<file path="src/rtl/cpu_pkg.sv">
package cpu_pkg;

    typedef logic [15:0] data_t;
    typedef logic [15:0] instr_t;
    typedef logic [2:0]  reg_addr_t;

    localparam int NUM_REGS = 8;

    // instruction field positions
    localparam int OPCODE_LSB = 11;
    localparam int RX_LSB     = 8;
    localparam int RY_LSB     = 5;
    localparam int RZ_LSB     = 2;

    typedef enum logic [4:0] {
        OP_NOP   = 5'b00001,
        OP_B     = 5'b00010,
        OP_BEQZ  = 5'b00100,
        OP_ADDIU = 5'b01001,
        OP_LI    = 5'b01101,
        OP_LW    = 5'b10011,
        OP_SW    = 5'b11011,
        OP_RRR   = 5'b11100,
        OP_LOGIC = 5'b11101
    } opcode_e;

    // function fields, RRR in bits 1..0, LOGIC in bits 4..0
    localparam logic [1:0] FN_ADDU = 2'b01;
    localparam logic [1:0] FN_SUBU = 2'b11;
    localparam logic [4:0] FN_AND  = 5'b01100;
    localparam logic [4:0] FN_OR   = 5'b01101;

    typedef enum logic [2:0] {ALU_ADD, ALU_SUB, ALU_AND, ALU_OR, ALU_PASS_B} alu_op_e;

    typedef enum logic [1:0] {MEM_NONE, MEM_LOAD, MEM_STORE} mem_op_e;

    typedef enum logic [1:0] {BR_NONE, BR_ALWAYS, BR_EQZ} branch_e;

    typedef enum logic [1:0] {FWD_REG, FWD_MEM, FWD_WB} fwd_sel_e;

endpackage
</file>
<file path="src/rtl/cpu_core.sv">
`timescale 1ns/1ps

module cpu_core #(
    parameter cpu_pkg::data_t RESET_PC = '0
) (
    input  logic            clk_50MHz,
    input  logic            rst,
    input  cpu_pkg::instr_t imem_data,
    input  cpu_pkg::data_t  wb_rdata,
    input  logic            wb_ack,
    output cpu_pkg::data_t  imem_addr,
    output logic            wb_cyc,
    output logic            wb_stb,
    output logic            wb_we,
    output cpu_pkg::data_t  wb_adr,
    output cpu_pkg::data_t  wb_wdata
);
    import cpu_pkg::*;

    // ******************************
    // stage to stage signals
    logic      freeze;
    logic      load_stall;
    logic      branch_taken;
    data_t     branch_target;
    instr_t    id_instr;
    data_t     id_pc_next;
    logic      id_valid;
    reg_addr_t id_rs_a;
    reg_addr_t id_rs_b;
    logic      id_reads_a;
    logic      id_reads_b;
    logic      ex_valid;
    alu_op_e   ex_alu_op;
    mem_op_e   ex_mem_op;
    branch_e   ex_branch;
    logic      ex_use_imm;
    data_t     ex_imm;
    data_t     ex_a;
    data_t     ex_b;
    data_t     ex_pc_next;
    reg_addr_t ex_rs_a;
    reg_addr_t ex_rs_b;
    reg_addr_t ex_rd;
    logic      ex_reg_write;
    fwd_sel_e  fwd_a;
    fwd_sel_e  fwd_b;
    logic      mem_valid;
    mem_op_e   mem_op;
    data_t     mem_alu_result;
    data_t     mem_store_data;
    reg_addr_t mem_rd;
    logic      mem_reg_write;
    logic      wb_reg_write;
    reg_addr_t wb_rd;
    data_t     wb_value;

    // port names match the signals above
    fetch_stage #(.RESET_PC(RESET_PC)) fetch_stage_inst (.*);

    decode_stage decode_stage_inst (.*);

    hazard_unit hazard_unit_inst (.*);

    execute_stage execute_stage_inst (.*);

    mem_wb_stage mem_wb_stage_inst (.*);

endmodule

</file>
<file path="src/rtl/mem_wb_stage.sv">
`timescale 1ns/1ps

module mem_wb_stage (
    input  logic               clk_50MHz,
    input  logic               rst,
    input  logic               mem_valid,
    input  cpu_pkg::mem_op_e   mem_op,
    input  cpu_pkg::data_t     mem_alu_result,
    input  cpu_pkg::data_t     mem_store_data,
    input  cpu_pkg::reg_addr_t mem_rd,
    input  logic               mem_reg_write,
    input  cpu_pkg::data_t     wb_rdata,
    input  logic               wb_ack,
    output logic               wb_cyc,
    output logic               wb_stb,
    output logic               wb_we,
    output cpu_pkg::data_t     wb_adr,
    output cpu_pkg::data_t     wb_wdata,
    output logic               freeze,
    output logic               wb_reg_write,
    output cpu_pkg::reg_addr_t wb_rd,
    output cpu_pkg::data_t     wb_value
);
    import cpu_pkg::*;

    logic access;

    // wishbone classic, request held from EX/MEM until ack
    assign access   = mem_valid && (mem_op != MEM_NONE);
    assign wb_cyc   = access;
    assign wb_stb   = access;
    assign wb_we    = access && (mem_op == MEM_STORE);
    assign wb_adr   = mem_alu_result;
    assign wb_wdata = mem_store_data;
    assign freeze   = access && !wb_ack;

    // ******************************
    // MEM/WB register
    always_ff @(posedge clk_50MHz or negedge rst) begin
        if (!rst) begin
            wb_reg_write <= 1'b0;
        end else if (!freeze) begin
            wb_reg_write <= mem_valid && mem_reg_write;
        end
    end

    always_ff @(posedge clk_50MHz) begin
        if (!freeze) begin
            wb_rd    <= mem_rd;
            wb_value <= (mem_op == MEM_LOAD) ? wb_rdata : mem_alu_result;
        end
    end

    // a pending request is never dropped, stb always inside cyc
    a_req_held: assert property (@(posedge clk_50MHz) disable iff (!rst)
        (wb_stb && !wb_ack) |=> (wb_stb && wb_cyc));

    // the whole pipeline must hold the request still until ack
    a_req_stable: assert property (@(posedge clk_50MHz) disable iff (!rst)
        (wb_stb && !wb_ack) |=> ($stable(wb_adr) && $stable(wb_we)));

endmodule

</file>
<file path="src/rtl/execute_stage.sv">
`timescale 1ns/1ps

module execute_stage (
    input  logic               clk_50MHz,
    input  logic               rst,
    input  logic               freeze,
    input  logic               ex_valid,
    input  cpu_pkg::alu_op_e   ex_alu_op,
    input  cpu_pkg::mem_op_e   ex_mem_op,
    input  cpu_pkg::branch_e   ex_branch,
    input  logic               ex_use_imm,
    input  cpu_pkg::data_t     ex_imm,
    input  cpu_pkg::data_t     ex_a,
    input  cpu_pkg::data_t     ex_b,
    input  cpu_pkg::data_t     ex_pc_next,
    input  cpu_pkg::reg_addr_t ex_rd,
    input  logic               ex_reg_write,
    input  cpu_pkg::fwd_sel_e  fwd_a,
    input  cpu_pkg::fwd_sel_e  fwd_b,
    input  cpu_pkg::data_t     wb_value,
    output logic               branch_taken,
    output cpu_pkg::data_t     branch_target,
    output logic               mem_valid,
    output cpu_pkg::mem_op_e   mem_op,
    output cpu_pkg::data_t     mem_alu_result,
    output cpu_pkg::data_t     mem_store_data,
    output cpu_pkg::reg_addr_t mem_rd,
    output logic               mem_reg_write
);
    import cpu_pkg::*;

    data_t op_a;
    data_t op_b;
    data_t alu_b;
    data_t alu_y;

    function automatic data_t pick_operand(input fwd_sel_e sel, input data_t reg_val,
                                           input data_t mem_val, input data_t wb_val);
        case (sel)
            FWD_MEM: return mem_val;
            FWD_WB:  return wb_val;
            default: return reg_val;
        endcase
    endfunction

    assign op_a  = pick_operand(fwd_a, ex_a, mem_alu_result, wb_value);
    assign op_b  = pick_operand(fwd_b, ex_b, mem_alu_result, wb_value);
    assign alu_b = ex_use_imm ? ex_imm : op_b;

    always_comb begin
        case (ex_alu_op)
            ALU_ADD: alu_y = op_a + alu_b;
            ALU_SUB: alu_y = op_a - alu_b;
            ALU_AND: alu_y = op_a & alu_b;
            ALU_OR:  alu_y = op_a | alu_b;
            default: alu_y = alu_b;
        endcase
    end

    // BEQZ tests the forwarded rx value
    assign branch_taken  = (ex_branch == BR_ALWAYS) || (ex_branch == BR_EQZ && op_a == '0);
    assign branch_target = ex_pc_next + ex_imm;

    // ******************************
    // EX/MEM register
    always_ff @(posedge clk_50MHz or negedge rst) begin
        if (!rst) begin
            mem_valid     <= 1'b0;
            mem_op        <= MEM_NONE;
            mem_reg_write <= 1'b0;
        end else if (!freeze) begin
            mem_valid     <= ex_valid;
            mem_op        <= ex_mem_op;
            mem_reg_write <= ex_reg_write;
        end
    end

    always_ff @(posedge clk_50MHz) begin
        if (!freeze) begin
            mem_alu_result <= alu_y;
            mem_store_data <= op_b;
            mem_rd         <= ex_rd;
        end
    end

    // bubbles from decode never carry a branch kind
    a_taken_valid: assert property (@(posedge clk_50MHz) disable iff (!rst)
        branch_taken |-> ex_valid);

endmodule

</file>
<file path="src/rtl/hazard_unit.sv">
`timescale 1ns/1ps

module hazard_unit (
    input  cpu_pkg::reg_addr_t id_rs_a,
    input  cpu_pkg::reg_addr_t id_rs_b,
    input  logic               id_reads_a,
    input  logic               id_reads_b,
    input  cpu_pkg::reg_addr_t ex_rs_a,
    input  cpu_pkg::reg_addr_t ex_rs_b,
    input  cpu_pkg::reg_addr_t ex_rd,
    input  logic               ex_reg_write,
    input  cpu_pkg::mem_op_e   ex_mem_op,
    input  cpu_pkg::reg_addr_t mem_rd,
    input  logic               mem_reg_write,
    input  cpu_pkg::reg_addr_t wb_rd,
    input  logic               wb_reg_write,
    output cpu_pkg::fwd_sel_e  fwd_a,
    output cpu_pkg::fwd_sel_e  fwd_b,
    output logic               load_stall
);
    import cpu_pkg::*;

    // MEM holds the younger result, so it wins over WB
    function automatic fwd_sel_e pick_source(input reg_addr_t rs);
        if (mem_reg_write && mem_rd == rs) begin
            return FWD_MEM;
        end
        if (wb_reg_write && wb_rd == rs) begin
            return FWD_WB;
        end
        return FWD_REG;
    endfunction

    always_comb begin
        fwd_a = pick_source(ex_rs_a);
        fwd_b = pick_source(ex_rs_b);
    end

    // load data only exists after MEM, one bubble is needed
    assign load_stall = (ex_mem_op == MEM_LOAD) && ex_reg_write &&
                        ((id_reads_a && id_rs_a == ex_rd) ||
                         (id_reads_b && id_rs_b == ex_rd));

endmodule

</file>
<file path="src/rtl/decode_stage.sv">
`timescale 1ns/1ps

module decode_stage (
    input  logic               clk_50MHz,
    input  logic               rst,
    input  logic               freeze,
    input  logic               load_stall,
    input  logic               branch_taken,
    input  cpu_pkg::instr_t    id_instr,
    input  cpu_pkg::data_t     id_pc_next,
    input  logic               id_valid,
    input  logic               wb_reg_write,
    input  cpu_pkg::reg_addr_t wb_rd,
    input  cpu_pkg::data_t     wb_value,
    output cpu_pkg::reg_addr_t id_rs_a,
    output cpu_pkg::reg_addr_t id_rs_b,
    output logic               id_reads_a,
    output logic               id_reads_b,
    output logic               ex_valid,
    output cpu_pkg::alu_op_e   ex_alu_op,
    output cpu_pkg::mem_op_e   ex_mem_op,
    output cpu_pkg::branch_e   ex_branch,
    output logic               ex_use_imm,
    output cpu_pkg::data_t     ex_imm,
    output cpu_pkg::data_t     ex_a,
    output cpu_pkg::data_t     ex_b,
    output cpu_pkg::data_t     ex_pc_next,
    output cpu_pkg::reg_addr_t ex_rs_a,
    output cpu_pkg::reg_addr_t ex_rs_b,
    output cpu_pkg::reg_addr_t ex_rd,
    output logic               ex_reg_write
);
    import cpu_pkg::*;

    opcode_e   opcode;
    reg_addr_t rx;
    reg_addr_t ry;
    reg_addr_t rz;
    reg_addr_t rd;
    alu_op_e   alu_op;
    mem_op_e   mem_op;
    branch_e   branch;
    logic      use_imm;
    logic      reg_write;
    logic      reads_a;
    logic      reads_b;
    logic      issue;
    data_t     imm;
    data_t     rd_data_a;
    data_t     rd_data_b;

    assign opcode = opcode_e'(id_instr[OPCODE_LSB +: 5]);
    assign rx     = id_instr[RX_LSB +: 3];
    assign ry     = id_instr[RY_LSB +: 3];
    assign rz     = id_instr[RZ_LSB +: 3];

    assign id_rs_a    = rx;
    assign id_rs_b    = ry;
    assign id_reads_a = id_valid && reads_a;
    assign id_reads_b = id_valid && reads_b;

    register_file register_file_inst (
        .clk_50MHz (clk_50MHz),
        .rst       (rst),
        .rd_addr_a (rx),
        .rd_addr_b (ry),
        .wr_en     (wb_reg_write),
        .wr_addr   (wb_rd),
        .wr_data   (wb_value),
        .rd_data_a (rd_data_a),
        .rd_data_b (rd_data_b)
    );

    // ******************************
    // control decode
    always_comb begin
        alu_op    = ALU_ADD;
        mem_op    = MEM_NONE;
        branch    = BR_NONE;
        use_imm   = 1'b0;
        imm       = '0;
        rd        = rx;
        reg_write = 1'b0;
        reads_a   = 1'b0;
        reads_b   = 1'b0;
        case (opcode)
            OP_B: begin
                branch = BR_ALWAYS;
                imm    = {{5{id_instr[10]}}, id_instr[10:0]};
            end
            OP_BEQZ: begin
                branch  = BR_EQZ;
                imm     = {{8{id_instr[7]}}, id_instr[7:0]};
                reads_a = 1'b1;
            end
            OP_ADDIU: begin
                use_imm   = 1'b1;
                imm       = {{8{id_instr[7]}}, id_instr[7:0]};
                reg_write = 1'b1;
                reads_a   = 1'b1;
            end
            OP_LI: begin
                alu_op    = ALU_PASS_B;
                use_imm   = 1'b1;
                imm       = {8'h00, id_instr[7:0]};
                reg_write = 1'b1;
            end
            OP_LW: begin
                mem_op    = MEM_LOAD;
                use_imm   = 1'b1;
                imm       = {{11{id_instr[4]}}, id_instr[4:0]};
                rd        = ry;
                reg_write = 1'b1;
                reads_a   = 1'b1;
            end
            OP_SW: begin
                mem_op  = MEM_STORE;
                use_imm = 1'b1;
                imm     = {{11{id_instr[4]}}, id_instr[4:0]};
                reads_a = 1'b1;
                reads_b = 1'b1;
            end
            OP_RRR: begin
                alu_op    = (id_instr[1:0] == FN_SUBU) ? ALU_SUB : ALU_ADD;
                rd        = rz;
                reg_write = 1'b1;
                reads_a   = 1'b1;
                reads_b   = 1'b1;
            end
            OP_LOGIC: begin
                // rx = rx op ry, unknown functions do nothing
                alu_op    = (id_instr[4:0] == FN_OR) ? ALU_OR : ALU_AND;
                reg_write = (id_instr[4:0] == FN_AND) || (id_instr[4:0] == FN_OR);
                reads_a   = 1'b1;
                reads_b   = 1'b1;
            end
            default: begin
            end
        endcase
    end

    // ******************************
    // ID/EX register
    assign issue = id_valid && !load_stall && !branch_taken;

    always_ff @(posedge clk_50MHz or negedge rst) begin
        if (!rst) begin
            ex_valid     <= 1'b0;
            ex_mem_op    <= MEM_NONE;
            ex_branch    <= BR_NONE;
            ex_reg_write <= 1'b0;
        end else if (!freeze) begin
            ex_valid     <= issue;
            ex_mem_op    <= issue ? mem_op : MEM_NONE;
            ex_branch    <= issue ? branch : BR_NONE;
            ex_reg_write <= issue && reg_write;
        end
    end

    always_ff @(posedge clk_50MHz) begin
        if (!freeze) begin
            ex_alu_op  <= alu_op;
            ex_use_imm <= use_imm;
            ex_imm     <= imm;
            ex_a       <= rd_data_a;
            ex_b       <= rd_data_b;
            ex_pc_next <= id_pc_next;
            ex_rs_a    <= rx;
            ex_rs_b    <= ry;
            ex_rd      <= rd;
        end
    end

    // an issued NOP reaches EX as a valid instruction without a write
    a_nop_no_write: assert property (@(posedge clk_50MHz) disable iff (!rst)
        (issue && !freeze && opcode == OP_NOP) |=> (ex_valid && !ex_reg_write));

endmodule

</file>
<file path="src/rtl/fetch_stage.sv">
`timescale 1ns/1ps

module fetch_stage #(
    parameter cpu_pkg::data_t RESET_PC = '0
) (
    input  logic            clk_50MHz,
    input  logic            rst,
    input  logic            freeze,
    input  logic            load_stall,
    input  logic            branch_taken,
    input  cpu_pkg::data_t  branch_target,
    input  cpu_pkg::instr_t imem_data,
    output cpu_pkg::data_t  imem_addr,
    output cpu_pkg::instr_t id_instr,
    output cpu_pkg::data_t  id_pc_next,
    output logic            id_valid
);
    import cpu_pkg::*;

    data_t pc;
    data_t pc_plus_one;

    assign pc_plus_one = pc + 16'd1;
    assign imem_addr   = pc;

    // freeze first, then the taken branch, then the load stall
    always_ff @(posedge clk_50MHz or negedge rst) begin
        if (!rst) begin
            pc       <= RESET_PC;
            id_valid <= 1'b0;
        end else if (!freeze) begin
            if (branch_taken) begin
                pc       <= branch_target;
                id_valid <= 1'b0;
            end else if (!load_stall) begin
                pc       <= pc_plus_one;
                id_valid <= 1'b1;
            end
        end
    end

    always_ff @(posedge clk_50MHz) begin
        if (!freeze && !branch_taken && !load_stall) begin
            id_instr   <= imem_data;
            id_pc_next <= pc_plus_one;
        end
    end

endmodule

</file>
<file path="src/rtl/register_file.sv">
`timescale 1ns/1ps

module register_file (
    input  logic               clk_50MHz,
    input  logic               rst,
    input  cpu_pkg::reg_addr_t rd_addr_a,
    input  cpu_pkg::reg_addr_t rd_addr_b,
    input  logic               wr_en,
    input  cpu_pkg::reg_addr_t wr_addr,
    input  cpu_pkg::data_t     wr_data,
    output cpu_pkg::data_t     rd_data_a,
    output cpu_pkg::data_t     rd_data_b
);
    import cpu_pkg::*;

    data_t regs [NUM_REGS];

    always_ff @(posedge clk_50MHz or negedge rst) begin
        if (!rst) begin
            for (int i = 0; i < NUM_REGS; i++) begin
                regs[i] <= '0;
            end
        end else if (wr_en) begin
            regs[wr_addr] <= wr_data;
        end
    end

    // write-through, so decode sees the value written back this cycle
    assign rd_data_a = (wr_en && wr_addr == rd_addr_a) ? wr_data : regs[rd_addr_a];
    assign rd_data_b = (wr_en && wr_addr == rd_addr_b) ? wr_data : regs[rd_addr_b];

endmodule

</file>
<file path="config.mk">
export PLATFORM = sky130hd
export DESIGN_NAME = cpu_core
export DESIGN_NICKNAME = d
export VERILOG_FILES = /design/src/rtl/cpu_pkg.sv /design/src/rtl/cpu_core.sv /design/src/rtl/mem_wb_stage.sv /design/src/rtl/execute_stage.sv /design/src/rtl/hazard_unit.sv /design/src/rtl/decode_stage.sv /design/src/rtl/fetch_stage.sv /design/src/rtl/register_file.sv
export SDC_FILE = /design/constraint.sdc
export NUM_CORES = 1
export LEC_CHECK = 0
export ABC_AREA = 1
export BUFFER_PORTS_ARGS = -buffer_cell sky130_fd_sc_hd__buf_2
export CAP_MARGIN = 10
export CORE_MARGIN = 2
export CORE_UTILIZATION = 25
export CTS_CLUSTER_DIAMETER = 150
export CTS_CLUSTER_SIZE = 30
export DETAILED_ROUTE_END_ITERATION = 10
export GPL_TIMING_DRIVEN = 0
export PLACE_DENSITY_LB_ADDON = 0.15
export SLEW_MARGIN = 40
export SYNTH_ARGS = -nofsm -noshare
export SYNTH_HDL_FRONTEND = slang
export SYNTH_SLANG_ARGS = --single-unit
</file>
<file path="constraint.sdc">
create_clock -name clk_50MHz -period 12.1 [get_ports clk_50MHz]
set_clock_uncertainty 0.05 [all_clocks]
set_input_delay 2.42 -clock clk_50MHz [delete_from_list [all_inputs] [get_ports clk_50MHz]]
set_output_delay 2.42 -clock clk_50MHz [all_outputs]
set_load 0.1 [all_outputs]
</file>
; ---- Word-level counts from Yosys, hierarchy flattened
; Index checks and enable logic that the tools add are counted.
[word_totals]
ff_bits = 319
inputBits = 35
[op_classes]
addsub = 4
magnitude_cmp = 4
eq_ne = 32
n_mux = 47
n_bitwise = 6
reduce_logical = 40
[op_table]
columns = op, n
row1 = 2-to-1 mux 16 bit, 11
row2 = bitwise mux 128 bit, 1
row3 = case mux 16 bit (4 select lines), 2
row4 = binary-select mux 16 bit (select 3 bit), 2
row5 = case mux 16 bit (2 select lines), 2
row6 = demux 16 bit (select 3 bit), 1
row7 = adder 16 bit, 2
row8 = equality test 3 bit, 8
row9 = logical AND 1 bit, 23
row10 = "equality test 5 x 4 -> 1 bit, second input constant", 4
row11 = "equality test 5 bit, second input constant", 4
row12 = 2-to-1 mux 2 bit, 10
row13 = "adder 16 x 1 -> 16 bit, second input constant", 1
row14 = AND 16 bit, 1
row15 = zero test 16 bit, 1
row16 = OR 16 bit, 1
row17 = subtractor 16 bit, 1
row18 = 2-to-1 mux 1 bit, 13
row19 = ">= comparator 4 bit, second input constant", 3
row20 = NOT 3 -> 4 bit, 3
row21 = "equality test 2 x 1 -> 1 bit, second input constant", 5
row22 = "equality test 2 bit, second input constant", 5
row23 = case mux 3 bit (3 select lines), 1
row24 = case mux 2 bit (2 select lines), 2
row25 = other kinds (18), 26

; ---- Depth between registers and ports, before layout
; Gate-level depths: netlist of the first run.
[logic_depth]
depth_word = 14
depth_mapped = 29
mapped_depth_nobuf = 28

; ---- Hierarchy
; A second synthesis of the first run with hierarchy kept.
[unflattened]
hier_cells = 2487
hier_area_um2 = 19002.0
[modules_own_cells]
columns = module, n_inst, cells_per_inst, area_per_inst_um2, seq_area_each_um2
row1 = register_file, 1, 1196, 7744.9, 3203.1
row2 = execute_stage, 1, 659, 4528.1, 1151.1
row3 = decode_stage, 1, 221, 3020.4, 2312.2
row4 = fetch_stage, 1, 222, 2209.6, 1386.3
row5 = mem_wb_stage, 1, 120, 1173.6, 595.6
row6 = hazard_unit, 1, 69, 325.3, 0.0

; ---- Worst setup path before layout of the first run
; No wires, ideal clock.
[synth_path]
path_kind = input -> register
start = input wb_ack
end = register fetch_stage_inst.pc[10] (netlist: fetch_stage_inst.imem_addr[10])
setup_ns = 0.068
arrival_ns = 6.695
t_required_ns = 11.982
path_slack_ns = 5.287
stages = 6
path_cell_list = nor2_1 > clkinv_1 > nand2_4 > buf_4 > nand2_1 > nand2_1
[synth_between]
elab_chain_len = 4
[synth_rtl]
columns = element, line_no
row1 = "start, declared", cpu_core.sv:10  ; input logic wb_ack,
row2 = zero test 1 bit, mem_wb_stage.sv:35  ; assign freeze = access && !wb_ack;
row3 = logical AND 1 bit, mem_wb_stage.sv:35
row4 = NOT 1 bit (no line), -
row5 = AND reduction 2 bit (no line), -
row6 = "end signal, assigned", fetch_stage.sv:33  ; pc <= branch_target;
row7 = "end signal, assigned", fetch_stage.sv:36  ; pc <= pc_plus_one;
row8 = "end, declared", fetch_stage.sv:20  ; data_t pc;
; No other way between the ends.
; A chain may end at the register's enable or synchronous reset.

; ---- Worst setup path in the final report of the first run
[layout_path]
start = register decode_stage_inst.ex_alu_op[2]
end = register execute_stage_inst.mem_alu_result[12], data pin
[layout_between]
elab_chain_len = 2
word_cells_on_any_way = 5
classes_between = 3 x eq/ne / 1 x mux / 1 x reduce/logical
[layout_rtl]
columns = element, line_no
row1 = "start, declared", decode_stage.sv:20  ; output cpu_pkg::alu_op_e ex_alu_op,
row2 = "start signal, assigned", decode_stage.sv:162  ; ex_alu_op <= alu_op;
row3 = "equality test 3 x 2 -> 1 bit, or another cell as far along", execute_stage.sv:51  ; case (ex_alu_op)
row4 = case mux 16 bit (4 select lines) *, execute_stage.sv:51
row5 = via execute_stage_inst.alu_y[12], execute_stage.sv:35  ; data_t alu_y;
row6 = "end signal, assigned", execute_stage.sv:80  ; mem_alu_result <= alu_y;
row7 = "end, declared", execute_stage.sv:25  ; output cpu_pkg::data_t mem_alu_result,
; The timed path passes the listed nets; every way through them passes the cells marked *.

==> results of run 1 <==
[power groups by stage]
stage | registers, uW | logic (uW) | clock network [uW]
2_1_floorplan | 2210 | 965 | 0
3_3_place_gp | 1830 | 1930 | 0
3_5_place_dp | 1830 | 1950 | 0
4_1_cts | 1810 | 1950 | 646
5_1_grt | 1850 | 2140 | 673
6_report | 1810 | 1940 | 620
[cell families (layout without fill, tap and decap cells)]
logic type	after synthesis	in the layout
simple gates	768	768
compound gates	592	592
buf+inv	317	429
flops	314	314
xor+xnor	51	51
fa+ha+maj	38	38
mux	6	6
[synthesized netlist by cell type, types with 9 or more instances]
cell type                  number
sky130_fd_sc_hd__dfrtp_1      156
sky130_fd_sc_hd__xor2_1        43
sky130_fd_sc_hd__clkbuf_1      84
sky130_fd_sc_hd__o211ai_1      74
sky130_fd_sc_hd__edfxtp_1     158
sky130_fd_sc_hd__nand2_1      464
sky130_fd_sc_hd__nor3_1        12
sky130_fd_sc_hd__nand3_1      113
sky130_fd_sc_hd__o21ai_0      311
sky130_fd_sc_hd__nor2_1       112
sky130_fd_sc_hd__a21oi_1      168
sky130_fd_sc_hd__inv_1        205
sky130_fd_sc_hd__ha_1          36
sky130_fd_sc_hd__buf_1          9
sky130_fd_sc_hd__nand4_1       24
sky130_fd_sc_hd__or2_2         13
[worst paths after layout]
path	to	slack [ns]	depth (start not counted)
worst min register to register	decode_stage_inst.ex_pc_next[1]	0.35	0
worst max-delay path	execute_stage_inst.mem_alu_result[12]	6.83	20
worst min-delay path	decode_stage_inst.ex_pc_next[1]	0.35	0
min in group asynchronous	decode_stage_inst.register_file_inst.regs[97]	1.71	1
max in group asynchronous	decode_stage_inst.register_file_inst.regs[39]	9.56	2
worst max register to register	execute_stage_inst.mem_alu_result[12]	6.83	20
[state kept, by name, summed over array words and instances (netlist names), 2 cells and up]
name / cells
decode_stage_inst.register_file_inst.regs: 128
decode_stage_inst.ex_a: 16
decode_stage_inst.ex_b: 16
decode_stage_inst.ex_pc_next: 16
execute_stage_inst.mem_alu_result: 16
execute_stage_inst.mem_store_data: 16
fetch_stage_inst.id_instr: 16
fetch_stage_inst.id_pc_next: 16
fetch_stage_inst.imem_addr: 16
mem_wb_stage_inst.wb_value: 16
decode_stage_inst.ex_imm: 11
decode_stage_inst.ex_alu_op: 3
decode_stage_inst.ex_rd: 3
decode_stage_inst.ex_rs_a: 3
decode_stage_inst.ex_rs_b: 3
execute_stage_inst.mem_rd: 3
mem_wb_stage_inst.wb_rd: 3
decode_stage_inst.ex_branch: 2
decode_stage_inst.ex_mem_op: 2
execute_stage_inst.mem_op: 2
[critical path: cells and delay by family (launching register included)]
family / cells / cell delay [ns]
AO/OA/AOI/OAI: 5 / 1.26
flip-flops: 1 / 0.61
AND/OR/NAND/NOR: 9 / 1.67
buffers and inverters: 4 / 0.95
XOR/XNOR: 1 / 0.10
adder cells (fa/ha/maj): 1 / 0.34
[routing by layer]
layer,vias up,share of wire [%]
met4,0,1.7
met2,502,46
met5,-,0
met1,7811,48
li1,7302,-
met3,59,5.1
[final cells by class]
type / instances / area (um^2) / share of cell area, %
Buffer: 104 / 440.4 / 2.251
Sequential cell: 314 / 8648 / 44.21
Inverter: 213 / 807.0 / 4.126
Clock buffer: 22 / 401.6 / 2.053
Clock inverter: 1 / 16.27 / 0.08315
Multi-Input combinational cell: 1455 / 7537 / 38.53
Tap cell: 931 / 1165 / 5.955
Timing Repair Buffer: 89 / 545.5 / 2.789
[through the flow]
step	total power, uW	worst slack, ns	hold WS (ns)	utilization, %	cell area [um^2]
final	4373	6.831	0.3495	28.42	19560
after global routing	4665	6.402	0.3672	28.42	19560
after CTS	4411	6.596	0.3467	28.40	19550
after detailed placement	3777	6.646	0.3554	27.80	19130
after global placement	3763	2.767	0.3518	27.61	19000
after floorplan	3179	5.287	0.3503	-	17410
==> parameters.txt, run 1 <==
Parameter                              Value

Timing
  Final hold violation count ... 0
  Shortest period the worst path allows ... 5.269 ns
  Remaining max-slew budget at the tightest pin ... 33.91%
  Setup TNS Final ... 0 ns
  Fmax achieved ... 189.8 MHz
  Period utilisation layout ... a little over two fifths
  Final Slew Violations ... 0
  Setup repair after global routing missed its margin ... false
  Count of endpoints failing setup in the final report ... 0
  Slew at the pin closest to its max-slew limit ... 0.9913 ns

Detailed routing
  Number of search-and-repair iterations in the first detailed-routing pass ... 5
  Starting DRC count in detailed routing ... 1,374
  Ratio of routed vias to standard cells ... 5.009
  Final ANT Viol Nets ... 0
  DRC violations left ... 0
  DR vias ... ~16,000
  Routed wirelength normalized by instance count ... 21.12 um
  Aggregate routed wire length ... 66,090 um

Power and ir drop
  Max VDD drop ... around 100 uV
  Share of total power in the clock network ... about 14%
  Switching Share ... 47.70%
  Flop pwr share ... approximately two fifths
  Pwr dens ... 223.6 nW/um^2
  Internal power ... 2287 uW
  Switching Power ... 2086 uW
  Share of power burned in combinational logic ... 44.5%
  Leakage component of the power ... 0.008555 uW

Yosys
  Area fraction in compound gates after synthesis ... 18.68%
  Simple-Gate Fraction of Synth Area ... 18.77%
  Main combinational cell family by area after synthesis ... simple AND/OR/NAND/NOR gates
  Post-synthesis instance total ... 2,086
  Synth Area in Adders ... 2.817%
  Library cell with the largest summed area after synthesis ... sky130_fd_sc_hd__edfxtp_1
  Cell types with the largest area share after synthesis ... sky130_fd_sc_hd__edfxtp_1 27%, sky130_fd_sc_hd__dfrtp_1 22%, sky130_fd_sc_hd__nand2_1 10%
  Flip-flop cell with the highest count after synthesis ... sky130_fd_sc_hd__edfxtp_1
  Distinct cells, synth ... 57
  Register area share after synthesis ... 49.67%
  Mean cell area of the mapped netlist ... roughly 8.3 um^2
  Number of enable flip-flop cells after synthesis ... 158
  Number of synthesized register bits ... 314
  Combined area of all synthesized cells ... 17,410 um^2
  Yosys top cell area share ... between 20% and 30%
  Synthesized net count ... around 2,200
  Mux share of post-synthesis cell area ... less than 1%
  Share of synthesized flip-flops with an asynchronous set or reset ... between 40% and 50%
  Count of yosys warnings during synthesis ... 0
  Xor and xnor area share after synthesis ... 2.565%

Critical path
  Worst path required time ... 12.32 ns
  Critical path class ... flop to flop
  Worst EP arrival ... 5.49 ns
  Largest fanout on the critical path ... 10
  Cells along the critical path ... nor2_2 -> clkinv_1 -> nor2_2 -> inv_1 -> o21ai_0 -> xor2_1 -> ha_1 -> nand3_1 -> nand2_1 -> nand2_1 -> o21ai_0 -> inv_1 -> o21ai_0 -> inv_1 -> o21ai_0 -> nand3_1 -> nand2_1 -> nand2_1 -> nand2_1 -> o221ai_1
  Cell with the most instances on the worst path ... sky130_fd_sc_hd__nand2_1
  Launch point of the worst path ... decode_stage_inst.ex_alu_op[2]
  Slowest stage cell, crit path ... sky130_fd_sc_hd__edfxtp_1
  Worst r2r src ... decode_stage_inst.ex_alu_op[2]
  Critical Path End Type ... flop
  Type of origin of the critical path ... flop
  Largest stage delay on the critical path ... between 0.6 and 0.7 ns

CTS
  CTS tree ... yes
  CTS Buf Count ... 14
  Post-CTS Setup Repair Bufs ... 0
  CTS H-Tree Depth ... 1
  Clock root buffer ... sky130_fd_sc_hd__clkbuf_16
  CTS-repair resized insts ... 0
  Hold buffer count at cts ... 0
  Clk Latency, worst-skew pair ... around 0.56 ns
  Number of sinks handled by clock tree synthesis ... 314
  Clock-pin slew of the registers on the worst-case setup and hold paths ... 0.13 ns
  Maximum root-to-sink buffer count ... 3

GRT
  Met2 routing resource usage after global routing ... 29.69%
  Largest net degree at the start of global routing ... 73
  Global route hottest layer ... met2
  Global-route wire length before repair ... 98,530 um
  Number of antenna violations at the first check in global routing ... 1
  Met3 GRT Util ... between 1.5 and 2%
  Met1 Usage GRT ... 26.26%
  Number of global-route vias before repair ... 15,470
  GRT overflow ... 0
  Aggregate global-route resource usage ... a little under a fifth

Floorplan
  Area of the die ... 71,780 um^2
  Chip Height ... 267.9 um
  Die outline width ... 267.9 um
  Initial core utilization ... 25.30%
  Standard-cell rows ... 96
  Number of top-level pins ... between 80 and 90
  Core area ... 68,830 um^2

Place
  Cells after DPL ... 3,106
  Buffers added on ports ... between 80 and 90
  Final weighted congestion of routability-driven global placement ... 0.8948
  Total half-perimeter wirelength after legalization and detailed placement ... a little over 50,000 um

Final layout
  Most common cell after layout, fill and taps aside ... sky130_fd_sc_hd__nand2_1
  Layout Area Growth over Synthesis ... 12.34%
  # fillers ... roughly 7,500
  Highest-count cells in the layout ignoring fill and taps ... 464 x sky130_fd_sc_hd__nand2_1, 311 x sky130_fd_sc_hd__o21ai_0, 204 x sky130_fd_sc_hd__inv_1
  Number of nets at the end of the flow ... 2,264
  Post-route insts no fill ... 3,129
  Share of final-layout standard cells stronger than drive strength 1 ... 7.643%
  Number of antenna diodes ... 0

Min path
  Startpoint of the lowest-slack hold path ... fetch_stage_inst.id_pc_next[1]
  Path class of the lowest-slack min-delay path ... flop to flop

Run
  Max-cap violations ... 0

Outcome
  Run status ... finished clean
No activity file was read; power rests on OpenSTA's default activity.
==> inputs of run 2 (changes only) <==
Clock period 12.1 ns to 4.4 ns, I/O delays scaled along.
==> parameters.txt, run 2 (synthesis results as in run 1) <==
Parameter                              Value

Power and ir drop
  Switching Power ... 5865 uW (was 2086 uW)
  Leakage component of the power ... 0.008668 uW (was 0.008555 uW)
  Share of total power in the clock network ... 13.9% (was 14.2%)
  Flop pwr share ... 40.5% (was 41.4%)
  Share of power burned in combinational logic ... 45.5% (was 44.5%)
  Pwr dens ... 618.0 nW/um^2 (was 223.6 nW/um^2)
  Switching Share ... 47.82% (was 47.70%)
  Internal power ... 6399 uW (was 2287 uW)
  Max VDD drop ... 357.6 uV (was 103.3 uV)

Floorplan
  Die outline width ... 267.9 um (unchanged)
  Initial core utilization ... 25.30% (unchanged)
  Standard-cell rows ... 96 (unchanged)
  Chip Height ... 267.9 um (unchanged)
  Area of the die ... 71,780 um^2 (unchanged)
  Core area ... 68,830 um^2 (unchanged)
  Number of top-level pins ... 86 (unchanged)

Final layout
  # fillers ... 7,539 (was 7,481)
  Layout Area Growth over Synthesis ... 13.98% (was 12.34%)
  Number of antenna diodes ... 0 (unchanged)
  Multi-input logic area ... 7686 um^2 (was 7537 um^2)
  Number of nets at the end of the flow ... 2,281 (was 2,264)
  Flip-flop count of the largest register, all copies and words added ... 128 (unchanged)
  Sequential Area ... 8648 um^2 (unchanged)
  Register name with the most flops ... decode_stage_inst.register_file_inst.regs (unchanged)
  Most common cell after layout, fill and taps aside ... sky130_fd_sc_hd__nand2_1 (unchanged)
  Highest-count cells in the layout ignoring fill and taps ... 458 x sky130_fd_sc_hd__nand2_1, 303 x sky130_fd_sc_hd__o21ai_0, 199 x sky130_fd_sc_hd__inv_1 (was 464 x sky130_fd_sc_hd__nand2_1, 311 x sky130_fd_sc_hd__o21ai_0, 204 x sky130_fd_sc_hd__inv_1)
  Share of final-layout standard cells stronger than drive strength 1 ... 9.747% (was 7.643%)

Timing
  Slew at the pin closest to its max-slew limit ... 0.8704 ns (was 0.9913 ns)
  Remaining max-slew budget at the tightest pin ... 41.97% (was 33.91%)
  Setup repair after global routing missed its margin ... true (was false)
  Final hold violation count ... 0 (unchanged)
  Worst hold slack ... 0.1567 ns (was 0.3495 ns)
  Shortest period the worst path allows ... 4.139 ns (was 5.269 ns)
  Fmax achieved ... 241.6 MHz (was 189.8 MHz)
  Final Slew Violations ... 0 (unchanged)
  Post-layout worst setup margin ... 0.2609 ns (was 6.831 ns)
  Count of endpoints failing setup in the final report ... 0 (unchanged)
  Period utilisation layout ... 94.07% (was 43.55%)

Critical path
  Type of origin of the critical path ... flop (unchanged)
  Critical Path End Type ... flop (unchanged)
  Depth of the worst register-to-register path ... 27 (was 20)
  Slowest stage cell, crit path ... sky130_fd_sc_hd__edfxtp_1 (unchanged)
  Worst EP arrival ... 4.40 ns (was 5.49 ns)
  Launch point of the worst path ... execute_stage_inst.mem_rd[2] (was decode_stage_inst.ex_alu_op[2])
  Endpoint of the most critical setup path ... execute_stage_inst.mem_alu_result[15] (was execute_stage_inst.mem_alu_result[12])
  Critical path class ... flop to flop (unchanged)
  Worst reg2reg path endpoint ... execute_stage_inst.mem_alu_result[15] (was execute_stage_inst.mem_alu_result[12])
  Worst r2r src ... execute_stage_inst.mem_rd[2] (was decode_stage_inst.ex_alu_op[2])
  Cell with the most instances on the worst path ... sky130_fd_sc_hd__nand2_1 (unchanged)
  Largest fanout on the critical path ... 6 (was 10)
  Worst path required time ... 4.66 ns (was 12.32 ns)
  Reg-to-reg slack, setup ... 0.26 ns (was 6.83 ns)
  Largest stage delay on the critical path ... 0.46 ns (was 0.61 ns)

Place
  Buffers added on ports ... 85 (unchanged)
  Post-place setup slack ... -0.7255 ns (was 6.646 ns)
  Final weighted congestion of routability-driven global placement ... 0.8999 (was 0.8948)
  Total half-perimeter wirelength after legalization and detailed placement ... 51,240 um (was 50,440 um)

Detailed routing
  Routed length on met3 ... 3576 um (was 3376 um)
  DRC violations left ... 0 (unchanged)
  Detailed route wirelength on metal2 ... 29,950 um (was 30,160 um)
  Wire length on met1 ... 31,860 um (was 31,420 um)
  Starting DRC count in detailed routing ... 1,443 (was 1,374)
  DR vias ... 15,650 (was 15,670)
  Ratio of routed vias to standard cells ... 4.974 (was 5.009)
  Final ANT Viol Nets ... 0 (unchanged)
  Routed wirelength normalized by instance count ... 21.22 um (was 21.12 um)
  Aggregate routed wire length ... 66,790 um (was 66,090 um)
  Number of search-and-repair iterations in the first detailed-routing pass ... 5 (unchanged)
  Highest metal layer used by the detailed router ... met4 (unchanged)

GRT
  Largest net degree at the start of global routing ... 100 (was 73)
  Number of antenna violations at the first check in global routing ... 1 (unchanged)
  GRT overflow ... 0 (unchanged)
  Global-route wire length before repair ... 99,510 um (was 98,530 um)
  Aggregate global-route resource usage ... 18.40% (was 18.23%)
  Number of global-route vias before repair ... 15,480 (was 15,470)

Outcome
  Run status ... finished clean (unchanged)

CTS
  CTS tree ... yes (unchanged)
  Clk Latency, worst-skew pair ... 0.55 ns (was 0.56 ns)
  Number of sinks handled by clock tree synthesis ... 314 (unchanged)
  Clock root buffer ... sky130_fd_sc_hd__clkbuf_16 (unchanged)
  Clock-pin slew of the registers on the worst-case setup and hold paths ... 0.13 ns (about the same)
  Maximum root-to-sink buffer count ... 3 (unchanged)
  Hold buffer count at cts ... 0 (unchanged)
  CTS Buf Count ... 14 (unchanged)
  CTS H-Tree Depth ... 1 (unchanged)

Run
  Max-cap violations ... 0 (unchanged)

Min path
  Path class of the lowest-slack min-delay path ... input pin to async pin (was flop to flop)
==> run 2: layout make-up <==
| type | instances | share of cell area, % |
|---|---|---|
| buffer | 103 | 2.251 |
| clock buffer | 23 | 2.043 |
| clock inverter | 1 | 0.08196 |
| inverter | 213 | 4.136 |
| multi-input combinational | 1455 | 38.73 |
| sequential | 314 | 43.58 |
| tap | 931 | 5.869 |
| timing repair buffer | 107 | 3.316 |
==> run 2: power groups by stage <==
stage | logic (uW) | registers (uW) | clock network, uW
floorplan | 2650 | 6090 | 0
global placement | 5340 | 5030 | 0
detailed placement | 5370 | 5040 | 0
CTS | 5450 | 4980 | 1780
global route | 6130 | 5090 | 1850
finish | 5590 | 4970 | 1710
==> run 2: per-stage QoR <==
stage	util [%]	cells	TNS, ns	total power (uW)	instance area, um^2
5_1_grt	28.84	3147	-0.08509	13060	19850
3_5_place_dp	27.79	3106	-4.050	10410	19120
4_1_cts	28.54	3136	0	12210	19640
2_1_floorplan	-	2086	0	8741	17410
6_report	28.84	3147	0	12260	19850
3_3_place_gp	27.61	3102	-144.46	10370	19000
==> run 2: layer usage <==
metal | up-vias | global-route usage, %
met3 | 63 | 2.273
met4 | 0 | 3.911
met1 | 7801 | 26.73
li1 | 7338 | -
met2 | 451 | 29.25
met5 | - | 0
==> run 2: how the worst min path moves through the flow <==
| stage | end | cells after the start | startpoint |
|---|---|---|---|
| finish | decode_stage_inst.register_file_inst.regs[97] | 1 | rst |
| global route | decode_stage_inst.register_file_inst.regs[97] | 1 | rst |
| CTS | decode_stage_inst.register_file_inst.regs[65] | 1 | rst |
| detailed placement | decode_stage_inst.ex_pc_next[14] | 0 | fetch_stage_inst.id_pc_next[14] |
| global placement | decode_stage_inst.ex_pc_next[11] | 0 | fetch_stage_inst.id_pc_next[11] |
| floorplan | decode_stage_inst.ex_pc_next[0] | 0 | fetch_stage_inst.id_pc_next[0] |
==> run 2: critical path, delay by kind of cell (launching register included) <==
family | cells | cell delay (ns)
simple gates | 17 | 1.91
buf+inv | 3 | 0.28
xor+xnor | 1 | 0.16
fa+ha+maj | 2 | 0.48
flops | 1 | 0.46
compound gates | 4 | 0.53
==> run 2: repair_timing <==
item,CTS,global route
resized for setup,18,37
pin swaps,3,17
cloned,0,1
hold endpoints to repair,0,0
endpoints found under the setup margin,9,7
setup buffers,6,11
